**src/fix_pkg.sv**
```systemverilog
package fix_pkg;

	typedef logic [31:0] word_t;
	typedef logic [2:0]  pos_t;
	typedef logic [15:0] tag_num_t;
	typedef logic [63:0] val_t;
	typedef logic [3:0]  len_t;
	typedef logic [3:0]  cnt_t;

	localparam int       BYTES_PER_WORD = 4;
	localparam logic [7:0] SOH_CHAR     = 8'h01;
	localparam logic [7:0] SEP_CHAR     = 8'h3D;
	localparam pos_t     NO_POS         = 3'd7;
	localparam int       VAL_MAX_BYTES  = 8;
	localparam int       FIFO_DEPTH     = 8;

	// one registered input word with its delimiter positions.
	typedef struct packed {
		word_t word;
		pos_t  soh_pos;
		pos_t  sep_pos;
		logic  in_tag;
		logic  in_body;
	} scan_t;

	// tag_status marks tag bytes that lie after the SOH.
	// body_status marks body bytes that lie after an '=' which follows the SOH.
	typedef struct packed {
		logic [31:0] tag_bytes;
		logic [31:0] body_bytes;
		logic [2:0]  tag_cnt;
		logic [2:0]  body_cnt;
		logic        tag_valid;
		logic        body_valid;
		logic        tag_status;
		logic        body_status;
		logic        field_end;
	} frag_t;

	typedef struct packed {
		tag_num_t tag;
		val_t     value;
		len_t     len;
		logic     trunc;
	} field_t;

	typedef enum logic [1:0] {
		ST_TAG,
		ST_BODY,
		ST_SKIP
	} asm_state_e;

endpackage
```
**src/fix_delim_scan.sv**
```systemverilog
`timescale 1ns/100ps
module fix_delim_scan (
	input  logic           clk,
	input  logic           arst_n_i,
	input  logic           word_valid_i,
	input  fix_pkg::word_t word_i,
	input  logic           status_tag_i,
	input  logic           status_body_i,
	output logic           scan_valid_o,
	output fix_pkg::scan_t scan_o
);
	import fix_pkg::*;

	pos_t  soh_pos;
	pos_t  sep_pos;
	word_t word_q;
	pos_t  soh_q;
	pos_t  sep_q;
	logic  in_tag_q;
	logic  in_body_q;

	// walk from the last byte back so the first match wins.
	always_comb begin
		logic [7:0] b;
		soh_pos = NO_POS;
		sep_pos = NO_POS;
		for (int i = BYTES_PER_WORD - 1; i >= 0; i--) begin
			b = word_i[31 - 8 * i -: 8];
			if (b == SOH_CHAR) begin
				soh_pos = pos_t'(i);
			end
			if (b == SEP_CHAR) begin
				sep_pos = pos_t'(i);
			end
		end
	end

	always_ff @(posedge clk or negedge arst_n_i) begin
		if (!arst_n_i) begin
			scan_valid_o <= 1'b0;
			in_tag_q     <= 1'b1;
			in_body_q    <= 1'b0;
		end else begin
			scan_valid_o <= word_valid_i;
			if (word_valid_i) begin
				in_tag_q  <= status_tag_i;
				in_body_q <= status_body_i;
			end
		end
	end

	always_ff @(posedge clk) begin
		if (word_valid_i) begin
			word_q <= word_i;
			soh_q  <= soh_pos;
			sep_q  <= sep_pos;
		end
	end

	assign scan_o = '{word: word_q, soh_pos: soh_q, sep_pos: sep_q,
		in_tag: in_tag_q, in_body: in_body_q};

endmodule

```
**config.mk**
```make
export PLATFORM = sky130hd
export DESIGN_NAME = fix_delim_scan
export DESIGN_NICKNAME = d
export VERILOG_FILES = /design/src/fix_pkg.sv /design/src/fix_delim_scan.sv
export SDC_FILE = /design/constraint.sdc
export NUM_CORES = 1
export LEC_CHECK = 0
export ABC_AREA = 1
export CORE_MARGIN = 10
export CORE_UTILIZATION = 35
export CTS_BUF_LIST = sky130_fd_sc_hd__clkbuf_4 sky130_fd_sc_hd__clkbuf_8
export CTS_CLUSTER_SIZE = 16
export DETAILED_ROUTE_END_ITERATION = 7
export DONT_BUFFER_PORTS = 1
export GPL_ROUTABILITY_DRIVEN = 0
export SETUP_SLACK_MARGIN = 0.4
export SKIP_CTS_REPAIR_TIMING = 1
export SYNTH_ARGS = -nofsm -noshare
export SYNTH_HDL_FRONTEND = slang
export SYNTH_SLANG_ARGS = --single-unit
```
**constraint.sdc**
```tcl
create_clock -name clk -period 1.2 [get_ports clk]
set_input_delay 0.12 -clock clk [delete_from_list [all_inputs] [get_ports clk]]
set_output_delay 0.12 -clock clk [all_outputs]
set_load 0.01 [all_outputs]
```
* Word level (Yosys, flattened, before mapping)
Index checks and enable logic that the tools add are counted.
W data, S select, Z words.
** Storage, ports and cells
- Register bits after elaboration :: 41
- Word-level logic and storage cells :: 28
- Input bits :: 37
** Cells by class
- Multiplexer cells :: 6
- Reductions and logical operators :: 4
- Eq/ne operators :: 8
** Operators by type and width (number)
- $eq A8 B1 Y1 const B :: 4
- $eq A8 B6 Y1 const B :: 4
- $mux W3 :: 2
- $reduce_or A3 Y1 :: 2
- $mux W2 :: 2
- $reduce_or A2 Y1 :: 2
- $mux W1 :: 2

* Depth between registers and ports, before layout
- Word-level depth :: 4
- Gate-level depth with buffers :: 6
- Gate-level depth less buffers :: 6

* Worst setup path after synthesis
Ideal clock, no wire load.
- Path type :: input to register
- Start point :: input word_i[25]
- End point :: register sep_q[2], data pin
- Arrival time :: 500 ps
- Cell stages on the path :: 6
- Setup slack :: 448 ps
- Required time :: 948 ps
- Setup time :: 252 ps
- Path through :: inv_1 > nand2_1 > nor2_2 > nand2_2 > nand2_1 > nor2_1
** Between the ends
- Word-level cells in the longest chain between the ends :: 2
** Ends and longest elaborated chain
- from (decl) :: RTL line fix_delim_scan.sv:6 : input fix_pkg::word_t word_i,
- $eq A8 B6 Y1 :: RTL line fix_delim_scan.sv:32 : if (b == SEP_CHAR) begin
- $reduce_or A3 Y1 (no line)
- to (signal assigned) :: RTL line fix_delim_scan.sv:56 : sep_q <= sep_pos;
- to (decl) :: RTL line fix_delim_scan.sv:18 : pos_t sep_q;
Every way passes these cells.
A chain may end at the register's enable or synchronous reset.

* Worst setup path after layout
- Start point :: register in_tag_q
- End point :: output scan_o[1] in the netlist's numbering
** RTL lines
- from (decl) :: RTL line fix_delim_scan.sv:19 : logic in_tag_q;
- from (signal assigned) :: RTL line fix_delim_scan.sv:46 : in_tag_q <= status_tag_i;
- to (decl) :: RTL line fix_delim_scan.sv:10 : output fix_pkg::scan_t scan_o
No word-level cell between the ends.

==> summary.txt <==
# IOs = 78
Rows = 24
Total leakage power = 0.854 nW
Final instance area = 0.00210 mm2
Setup crit end kind = output port
DRC = 0
Syn_nets = 171
Least-Margin Pin Slew = 0.153 ns
#FFs+latches synth = 41
Post-synth top area share = 70.5%
Worst Slack Setup Final = 0.233 ns
Crit path kind = reg -> out
Mapped Area = 0.00162 mm2
Die Ht = 88.0 um
Top Metal Used = met4
Post-route ant nets = 0
Area growth syn-to-layout = 29.8%
CTS H-tree depth = 2
Multi-input logic area = 293 um2
Synthesized area per cell = 12.1 um2
N_diodes = 0
Core Footprint = 0.00441 mm2
Max cap viols = 0
Final Hold Viols = 39
CP max FO = 2
PortBufs = 0
First-pass GRT wire length = 5.09 mm
Worst skew pair latency = 0.28 ns
Arr. time, crit path = 0.85 ns
Die area = 0.00775 mm2
Fillers = 389
Failing checks = negative hold slack
Nets = 211
Syn Inst Count = 134
Final Slew Violations = 0
Register area = 0.00122 mm2
DR vias = 1030
Setup violators final = 0
Post-synth cell types = 16
Met3 wire length = 624 um
RSZ-0062 raised after global routing = yes
GRT Util Overall = 8.96%
Crit share post-route = 80.6%
Initial antenna violation count = 0
Worst EP required = 1.08 ns
Clock transition at the registers of the reported paths = 0.07 ns
Final WL = 3.96 mm
WL met1 = 1.36 mm
Pin count of the biggest net entering global routing = 42
CTS tree = done
CTS Buffer Depth = 2
GRT overflow = 0
Total CTS buffers = 5
Met2 wire len = 1.95 mm
Synth area leader = edfxtp_1
Wire per inst = 17.4 um
DR pass1 iterations = 4
Setup TNS Final = 0 ns
Root buffer cell = clkbuf_8
Die width = 88.0 um
Synth warnings = 0
Minimum clock period = 0.967 ns
Ratio of cells with drive above 1 in the final layout = 8.00%
Vias in the first global route = 883
Hold_ws = -0.122 ns
Outcome = finished, violations left
CP Launch Type = flop
Headroom to the max-slew limit = 89.7%
Clk_skew = 0 ns
HP Class = in -> reg
Place WS = 0.374 ns
Post-synthesis sequential area ratio = 75.2%
CTS sink count = 41
Maximum VDD drop = 0.000750 V
Max Fclk = 1030 MHz
Post-placement cell area = 0.00167 mm2
Pwr/cell area = 1330 mW/mm2
Top post-synthesis cells by area = edfxtp_1 (70%), nand2_1 (7.7%), inv_1 (5.6%)
Drt via density = 4.54
Initial Utilization = 36.7%
DP Wirelength = 2.78 mm
Initial DRC count = 78
## path summary, 6_finish.rpt
check,start,end,slack (ns),cells after the start
max,in_tag_q,scan_o[1],0.23,0
min,word_valid_i,scan_valid_o,-0.12,0
max reg2reg,in_body_q,in_body_q,0.40,1
min reg2reg,in_body_q,in_body_q,0.59,1
max in group asynchronous,arst_n_i,in_tag_q,0.89,1
min in group asynchronous,arst_n_i,scan_valid_o,0.08,1
## cell families (layout without fill, tap and decap cells)
| kind of cell | count (synthesis) | in the layout | synth area share [%] |
|---|---|---|---|
| AO/OA/AOI/OAI | 2 | 2 | 0.618 |
| buffers and inverters | 27 | 68 | 6.72 |
| flip-flops | 41 | 41 | 75.2 |
| multiplexers | 2 | 2 | 1.39 |
| AND/OR/NAND/NOR | 62 | 62 | 16.1 |
## layout by cell type (no fill, tap or decap), types with 2 or more instances in the layout
cell type | Yosys | routed
edfxtp_1 | 38 | 38
dlygate4sd3_1 | 0 | 35
nand2_1 | 33 | 33
inv_1 | 24 | 24
nor2_1 | 21 | 21
clkbuf_8 | 0 | 5
mux2_2 | 2 | 2
nor2_4 | 2 | 2
nand3_1 | 2 | 2
a21oi_1 | 2 | 2
clkinv_1 | 0 | 2
dfrtp_1 | 2 | 2
## through the flow
stage | util (%) | hold WS, ns | instances | power [W]
after global routing | 47.6 | -0.158 | 227 | 0.00292
after detailed placement | 37.8 | -0.175 | 184 | 0.00190
after floorplan | - | -0.176 | 134 | 0.00187
after global placement | 37.8 | -0.175 | 184 | 0.00189
final | 47.6 | -0.122 | 227 | 0.00279
after CTS | 39.7 | -0.487 | 192 | 0.00273
## power breakdown
group	total [W]	internal (W)	switching (W)	leakage [nW]
sequential	0.00179	0.00169	0.000106	0.408
combinational	0.000159	0.000105	0.0000541	0.404
clock	0.000836	0.000391	0.000445	0.0430
## cells in the mapped netlist (all sizes together)
cell and instances:
inv 25, mux2 2, nand4 1, and2 1, nand3 2, nand2 34, dfrtp 2, edfxtp 38
a21oi 2, buf 2, nor2 24, dfstp 1
## sequential cells by signal, indices dropped and copies added, names as in the netlist
signal,count
in_body_q,1
in_tag_q,1
scan_valid_o,1
sep_q,3
soh_q,3
word_q,32
## per-layer routing
metal	global-route usage (%)	vias up
met4	2.14	0
met2	14.0	63
met1	8.31	461
met5	0	-
li1	-	503
met3	8.73	3
## cell type report
cell class / count / area share [%]
clock buffers: 5 / 3.28
clock inverters: 3 / 0.596
well taps: 52 / 3.10
repair buffers: 35 / 16.7
flip-flops and latches: 41 / 58.0
inverters: 25 / 4.47
multi-input cells: 66 / 13.9
Power figures use the tool's default switching activity.
