File: config.mk
export PLATFORM = sky130hd
export DESIGN_NAME = fix_field_fifo
export DESIGN_NICKNAME = d
export VERILOG_FILES = /design/src/fix_pkg.sv /design/src/fix_field_fifo.sv
export SDC_FILE = /design/constraint.sdc
export NUM_CORES = 1
export LEC_CHECK = 0
export ABC_AREA = 1
export BUFFER_PORTS_ARGS = -buffer_cell sky130_fd_sc_hd__buf_2
export CORE_AREA = 2 2 257 208
export CTS_BUF_LIST = sky130_fd_sc_hd__clkbuf_8
export DETAILED_ROUTE_END_ITERATION = 6
export DIE_AREA = 0 0 259 210
export PLACE_DENSITY = 0.83
export SYNTH_ARGS = -nofsm -noshare
export SYNTH_HDL_FRONTEND = slang
export SYNTH_SLANG_ARGS = --single-unit
File: constraint.sdc
create_clock -name clk -period 15.8 [get_ports clk]
set_clock_uncertainty 0.2 [all_clocks]
set_input_delay 1.58 -clock clk [delete_from_list [all_inputs] [get_ports clk]]
set_output_delay 1.58 -clock clk [all_outputs]
set_load 0.1 [all_outputs]
File: src/fix_pkg.sv
package fix_pkg;

	typedef logic [31:0] word_t;
	typedef logic [2:0]  pos_t;
	typedef logic [15:0] tag_num_t;
	typedef logic [63:0] val_t;
	typedef logic [3:0]  len_t;
	typedef logic [3:0]  cnt_t;

	localparam int       BYTES_PER_WORD = 4;
	localparam logic [7:0] SOH_CHAR     = 8'h01;
	localparam logic [7:0] SEP_CHAR     = 8'h3D;
	localparam pos_t     NO_POS         = 3'd7;
	localparam int       VAL_MAX_BYTES  = 8;
	localparam int       FIFO_DEPTH     = 8;

	// one registered input word with its delimiter positions.
	typedef struct packed {
		word_t word;
		pos_t  soh_pos;
		pos_t  sep_pos;
		logic  in_tag;
		logic  in_body;
	} scan_t;

	// tag_status marks tag bytes that lie after the SOH.
	// body_status marks body bytes that lie after an '=' which follows the SOH.
	typedef struct packed {
		logic [31:0] tag_bytes;
		logic [31:0] body_bytes;
		logic [2:0]  tag_cnt;
		logic [2:0]  body_cnt;
		logic        tag_valid;
		logic        body_valid;
		logic        tag_status;
		logic        body_status;
		logic        field_end;
	} frag_t;

	typedef struct packed {
		tag_num_t tag;
		val_t     value;
		len_t     len;
		logic     trunc;
	} field_t;

	typedef enum logic [1:0] {
		ST_TAG,
		ST_BODY,
		ST_SKIP
	} asm_state_e;

endpackage
File: src/fix_field_fifo.sv
`timescale 1ns/100ps
module fix_field_fifo (
	input  logic            clk,
	input  logic            arst_n_i,
	input  logic            push_i,
	input  fix_pkg::field_t field_i,
	input  logic            word_done_i,
	input  logic            out_credit_i,
	output logic            field_valid_o,
	output fix_pkg::field_t field_o,
	output logic            in_credit_o
);
	import fix_pkg::*;

	field_t                          mem [FIFO_DEPTH];
	logic [$clog2(FIFO_DEPTH)-1:0]   wr_ptr;
	logic [$clog2(FIFO_DEPTH)-1:0]   rd_ptr;
	cnt_t                            count;
	cnt_t                            credits;
	cnt_t                            pending;
	cnt_t                            pend_sum;
	logic                            pop;
	logic                            ret_n;

	// a field leaves only when the consumer has room for it.
	assign pop = (count != '0) && (credits != '0);

	assign pend_sum = pending + cnt_t'(pop) + cnt_t'(word_done_i);
	assign ret_n    = (pend_sum != '0);

	always_ff @(posedge clk or negedge arst_n_i) begin
		if (!arst_n_i) begin
			wr_ptr        <= '0;
			rd_ptr        <= '0;
			count         <= '0;
			credits       <= cnt_t'(FIFO_DEPTH);
			pending       <= '0;
			field_valid_o <= 1'b0;
			in_credit_o   <= 1'b0;
		end else begin
			if (push_i) begin
				wr_ptr <= wr_ptr + 1'b1;
			end
			if (pop) begin
				rd_ptr <= rd_ptr + 1'b1;
			end
			count         <= count + cnt_t'(push_i) - cnt_t'(pop);
			credits       <= credits + cnt_t'(out_credit_i) - cnt_t'(pop);
			pending       <= pend_sum - cnt_t'(ret_n);
			field_valid_o <= pop;
			in_credit_o   <= ret_n;
		end
	end

	always_ff @(posedge clk) begin
		if (push_i) begin
			mem[wr_ptr] <= field_i;
		end
		if (pop) begin
			field_o <= mem[rd_ptr];
		end
	end

endmodule

---- Word-level counts from Yosys, hierarchy flattened ----
Memory sizes are Yosys's and may differ from the RTL's. A register that Yosys moved wholly into a read port is not among the register bits.
Index checks and enable logic that the tools add are counted.
Widths: inputs -> output; s select.
cells by class
  add/sub/neg operators ................... 9
  muxes and demuxes ....................... 2
  reduce and logical (&&, ||, !) cells .... 4
operators with widths
  cell                 number
  $add 4x1->4          4
  $reduce_bool 4->1    3
  $sub 4x1->4          3
  $add 3x1->3 const B  2
  $mux 1               2
  $logic_and 1x1->1    1
word-level totals
  register bits ........................... 20
  bits in writable memories ............... 680
  output and inout bits ................... 87
  memories ................................ 1
memories
  name  words  bits a word  rd ports  clocked after Yosys merged registers in  write ports  RTL line              text
  mem   8      85           1         1                                        1            fix_field_fifo.sv:15  field_t mem [FIFO_DEPTH];

---- Logic depth before layout (Yosys ltp) ----
Gate-level depths: netlist of run 1.
  depth after elaboration ................. 6
  mapped depth ............................ 16
  gate-level depth less buffers ........... 16

---- Least setup slack after synthesis of run 1 ----
OpenSTA, ideal clock, no wires.
  kind .................................... input to register
  start ................................... input push_i
  end ..................................... memory mem[0][0] (netlist bit), enable pin
  setup time .............................. 529 ps
  arrival ................................. 5474 ps
  required time ........................... 15071 ps
  slack ................................... 9597 ps
  cell stages on the path ................. 3
  path buffers ............................ 0
  cells stage by stage .................... inv_1 > or2_2 > nor2_1
between the ends
  word-level cells in the longest chain between the ends .. 2
RTL lines
  what                          RTL line              text
  from (decl)                   fix_field_fifo.sv:5   input logic push_i,
  $mux 1                        fix_field_fifo.sv:56  if (push_i) begin
  $mux 1 (not written as such)  fix_field_fifo.sv:57  mem[wr_ptr] <= field_i;
  to (decl)                     fix_field_fifo.sv:15
Every way passes these cells.

---- Worst setup path after layout of run 1 ----
  start ................................... input push_i
  end ..................................... memory mem[0][15] (netlist bit), enable pin
The elaborated chain is that of the path after synthesis.

==> out/summary.txt, run 1 <==
outcome: complete, no violations
vias in the first global route: 22300
Clock Latency Late Sink: 730 ps
routed wire length: 71.9 mm
Crit Path Max Fanout: 59
clock power share: 20.1%
setup_tns: 0 ps
Seq/Total Area, Yosys: 70.4%
CTS tree: done
slowest stage delay, CP: 870 ps
CTS Buffer Depth: 3
Sequential Power Share: 39.8%
Fmax: 270 MHz
initial antenna violation count: 10
height of the die: 210 um
vias: 21800
P&R area growth vs syn: 9.56%
ys flop type: edfxtp_1
Max-cap violations: 0
Placed Area: 34500 um2
worst slew pin tran: 1240 ps
TritonCTS sink count: 785
total gr overflow: 0
Leak: 17.0 nW
GPL Wtd Cong: 0.799
layout cells sized above 1: 10.1%
DR DRC count: 0
number of synthesized flops with an enable pin: 765
Crit. End Element: flop
final worst path period need: 3700 ps
Hold Path Class: flop to flop
DRT iter0 DRCs: 2691
most frequent cells in the layout: nand2_1, edfxtp_1, inv_1, nand3_1, buf_2
nets: 3439
Core ar.: 51900 um2
Die ar.: 54400 um2
post-synthesis instance total: 3151
Die Wd: 259 um
RSZ-0062 raised after global routing: no
FFs w/ async S/R, synth: 2.55%
setup bufs post-CTS: 0
FP Rows: 75
Syn Area/Cell: 10.6 um2
kind of critical path: input port to flop
# port buffers: 176
pwr/cell area: 196 nW/um2
H-tree levels: 3
combinational share of power: 40.1%
sw power: 3.16 mW
GRT Total Usage: 27.0%
post-synth top area share: 68.9%
slowest CP cell: buf_4
detailed placer's ending HPWL: 39.3 mm
Final setup viols: 0
DRT Pass-1 Iters: 7
yosys warns: 0
synthesized flop and latch total: 785
most common cell after layout, fill and taps aside: nand2_1
Root Buffer: clkbuf_8
VDD IR max: 0.172 mV
Yosys top cell by area: edfxtp_1
Pint: 4.01 mW
first-pass GRT wire length: 114 mm
cells along the critical path: buf_2 > inv_1 > or2_2 > nor2_4 > buf_4
Fin. Hold Viols: 0
largest net degree at the start of global routing: 232
fin crit share: 23.4%
Initial Util: 64.3%
Synth area leaders: edfxtp_1, nand2_1, inv_1
DR WL/cell: 17.4 um
switching part of the total: 44.1%
vias per cell: 5.30
Post-CTS Hold Buffers: 0
Post-Syn Area: 33400 um2
Post-DRT Antenna Nets: 0
crit path DAT: 3820 ps
Worst-path clk slew: 60 ps
Req. time, crit path: 15920 ps
CTS buffer count: 113
io pins: 177
post-CTS resize count: 0
Max Transition Viols Final: 0
Unique masters post-synth: 21
Max transition margin: 17.4%
Finished Cell Area: 36500 um2
syn_nets: 3259
Startpoint Class: input port
-- worst max-delay path: cells and delay by family --
kind                   cells  cell delay, ps
buffers and inverters      3            1060
and+or+nand+nor            2            1140
-- state kept, by name (all words and copies together), names as in the netlist --
register	cells
field_valid_o	1
rd_ptr	3
count	4
pending	4
field_o	85
wr_ptr	3
mem	680
credits	4
in_credit_o	1
-- kinds of logic after synthesis --
family	synth area share, %
AOI/OAI and AO/OA	0.0600
and+or+nand+nor	18.1
DFF	70.4
adders and majority gates	0.743
xor gates and xnor gates	0.210
buffers and inverters	10.5
-- power groups by stage --
stage                     sequential, mW  clock [mW]  combinational (mW)
after CTS                           2.85        1.46                2.87
after global routing                2.87        1.54                3.12
after floorplan                     3.71           0                1.46
after detailed placement            2.88           0                2.84
after global placement              2.87           0                2.75
final                               2.85        1.44                2.87
-- per-stage QoR --
step	hold slack [ps]	instances	util [%]	power, mW	setup WS [ps]
2_1_floorplan	290	3151	-	5.17	9600
3_3_place_gp	326	3909	66.5	5.62	11400
3_5_place_dp	332	3909	66.5	5.73	11370
4_1_cts	349	4118	70.4	7.17	12130
5_1_grt	394	4121	70.4	7.54	12010
6_report	353	4124	70.4	7.16	12100
-- cell type report --
class                   count  area, um2
fillers                  3280      15300
diodes                      6       15.0
multi-input cells        1523       6450
repair buffers            196       1040
clock buffers             115       1580
flip-flops and latches    785      23500
well taps                 693        867
clock inverters            94        420
inverters                 712       2690
-- synth_stat cells, types with 3 or more instances --
master / number
nand3_1: 347
nand4_1: 3
fa_1: 3
clkbuf_1: 20
nor2_1: 9
dfrtp_1: 19
buf_6: 20
edfxtp_1: 765
buf_1: 6
buf_4: 30
xnor2_1: 6
inv_1: 710
buf_2: 55
nand2_1: 1133
ha_1: 15
-- metal layers --
metal | vias up | routed length [um] | track usage [%]
met5 | - | 60 | 0
met4 | 10 | 2210 | 10.8
met3 | 197 | 7620 | 6.42
met2 | 1176 | 35100 | 44.8
met1 | 10200 | 26900 | 34.7
li1 | 10200 | - | -
-- final timing paths --
check	cells after the start	slack, ps	end	startpoint
min in group asynchronous	1	600	in_credit_o$_DFF_PN0_	arst_n_i
max in group asynchronous	1	14460	rd_ptr[1]$_DFFE_PN0P_	arst_n_i
min	2	350	wr_ptr[0]$_DFFE_PN0P_	wr_ptr[0]$_DFFE_PN0P_
max	5	12100	mem[0][15]$_DFFE_PP_	push_i
max reg2reg	7	12370	field_o[36]$_DFFE_PP_	rd_ptr[0]$_DFFE_PN0P_
min reg2reg	2	350	wr_ptr[0]$_DFFE_PN0P_	wr_ptr[0]$_DFFE_PN0P_
Note: power is estimated with default switching activity, not from simulation.
==> run 2: changes to the inputs <==
CORE_AREA = 2 2 261 211   (was 2 2 257 208)
DIE_AREA = 0 0 263 213   (was 0 0 259 210)
PLACE_DENSITY = 0.81   (was 0.83)
clock period = 3.9 ns   (was 15.8 ns; I/O delays follow)
==> run 2 against run 1 <==
Global-route usage rose by 0.13 points. Sequential share of layout area down 2.1 points. Worst setup slack got worse by 11000 ps. Cell count is 2.6% higher. Non-clock buffer count rose by 107. Design area up 3.3%. Register-to-register slack worse by 12000 ps. Utilization grew 0.23 points. Die area up 3.0%. Largest cell class unchanged.
==> out/summary.txt, run 2 (synthesized netlist as in run 1, its figures left out) <==
Hold Path Class: input port to flop
largest net degree at the start of global routing: 210
io pins: 177
top flop regs: mem x680, field_o x85
Max Transition Viols Final: 0
fin crit share: 77.7%
CTS tree: done
worst slew pin tran: 1100 ps
Clock Latency Late Sink: 720 ps
DRT Pass-1 Iters: 5
RSZ-0062 raised after global routing: no
Final setup viols: 0
# port buffers: 176
r2r endpoint: count[2]$_DFF_PN0_
GRT Total Usage: 27.1%
FP Rows: 76
Post-DRT Antenna Nets: 0
most frequent cells in the layout: nand2_1, edfxtp_1, inv_1, nand3_1, buf_2
Reg2Reg Depth: 12
fill cell count: 3462
pwr/cell area: 781 nW/um2
layout cells sized above 1: 10.6%
H-tree levels: 3
routed wire length: 75.6 mm
height of the die: 213 um
Largest Register: mem
Leak: 17.5 nW
detailed placer's ending HPWL: 39.4 mm
Finished Cell Area: 37800 um2
DRT iter0 DRCs: 2149
DR DRC count: 0
slowest CP cell: dfstp_2
worst reg2reg startpoint: credits[3]$_DFF_PN1_
GPL Wtd Cong: 0.760
crit path DAT: 3430 ps
vias per cell: 5.29
Hold Path End: mem[1][8]$_DFFE_PP_
initial antenna violation count: 6
worst hold path startpoint: field_i[8]
Die ar.: 56000 um2
DR WL/cell: 17.9 um
WP buf/inv: 5
setup_tns: 0 ps
CTS buffer count: 113
Largest register FFs: 680
Hold Path Depth: 2
CP top delay family: adder cells
final worst path period need: 3030 ps
outcome: complete, no violations
VDD IR max: 0.798 mV
Initial Util: 62.4%
kind of critical path: flop to flop
nets: 3546
Core ar.: 53400 um2
Root Buffer: clkbuf_8
Crit. End Element: flop
first-pass GRT wire length: 117 mm
Placed Area: 34800 um2
Fmax: 330 MHz
R2R setup slack: 870 ps
TritonCTS sink count: 785
cells along the critical path: inv_1 > ha_1 > nand3_1 > nand2_2 > clkinvlp_4 > buf_4 > ha_1 > inv_1 > ha_1 > inv_1 > fa_1 > xnor2_1
Startpoint Class: flop
P&R area growth vs syn: 13.2%
Crit Path Max Fanout: 31
setup bufs post-CTS: 0
total gr overflow: 0
Worst-path clk slew: 70 ps
slowest stage delay, CP: 520 ps
vias: 22400
Max transition margin: 26.4%
Die Wd: 263 um
Req. time, crit path: 4300 ps
Fin. Hold Viols: 0
most common cell after layout, fill and taps aside: nand2_1
vias in the first global route: 22800
Max-cap violations: 0
CTS Buffer Depth: 3
run 2: cell count changes in the layout (fill, tap and decap cells not counted), moves of 3 or more:
cell / change
buf_12: +7
clkinv_1: -11
ha_1: -3
clkbuf_8: +10
inv_1: -3
diode_2: -3
dlygate4sd3_1: +91
buf_4: +9
run 2: worst max-delay path by stage:
stage / start / to / slack, ps / cells past startpoint
final: credits[3]$_DFF_PN1_ / count[2]$_DFF_PN0_ / 870 / 12
after global routing: credits[3]$_DFF_PN1_ / count[1]$_DFF_PN0_ / 740 / 12
after CTS: credits[3]$_DFF_PN1_ / count[2]$_DFF_PN0_ / 870 / 12
after detailed placement: credits[3]$_DFF_PN1_ / count[1]$_DFF_PN0_ / 900 / 12
after global placement: credits[3]$_DFF_PN1_ / count[1]$_DFF_PN0_ / 970 / 12
after floorplan: push_i / mem[0][0]$_DFFE_PP_ / -1110 / 3
run 2: layer usage:
layer	GRT usage, %	part of all wire [%]	wire (um)
met5	0	0.040	30
met4	11.5	2.8	2100
met3	5.43	8.9	6700
met2	46.0	50	37400
met1	34.5	39	29300
run 2: power by group:
| group | switching [mW] | total [mW] | internal, mW |
|---|---|---|---|
| sequential | 0.624 | 11.6 | 11.0 |
| clock | 3.00 | 5.97 | 2.98 |
| combinational | 9.25 | 11.9 | 2.61 |
| total | 12.9 | 29.5 | 16.6 |
run 2: timing repair:
| item | in CTS | in global routing |
|---|---|---|
| resized for setup | 0 | 0 |
| hold buffers | 91 | 0 |
| hold endpoints to repair | 708 | 0 |
run 2: cell type report:
| type | count | area [um2] | share of cell area [%] |
|---|---|---|---|
| flip-flops and latches | 785 | 23500 | 62.2 |
| multi-input cells | 1523 | 6480 | 17.2 |
| inverters | 712 | 2690 | 7.13 |
| repair buffers | 303 | 2160 | 5.73 |
| clock buffers | 125 | 1720 | 4.56 |
| well taps | 702 | 878 | 2.33 |
| clock inverters | 77 | 334 | 0.885 |
| diodes | 3 | 7.51 | 0.0199 |
run 2: per-stage QoR:
stage / total power [mW] / setup WS [ps] / util, % / hold WS (ps) / std cells
5_1_grt: 30.9 / 745 / 70.7 / 254 / 4230
3_5_place_dp: 23.5 / 904 / 65.1 / 170 / 3934
6_report: 29.5 / 869 / 70.7 / 270 / 4230
2_1_floorplan: 21.0 / -1110 / - / -106 / 3151
3_3_place_gp: 23.0 / 967 / 65.1 / 161 / 3934
4_1_cts: 29.5 / 867 / 70.6 / 230 / 4227
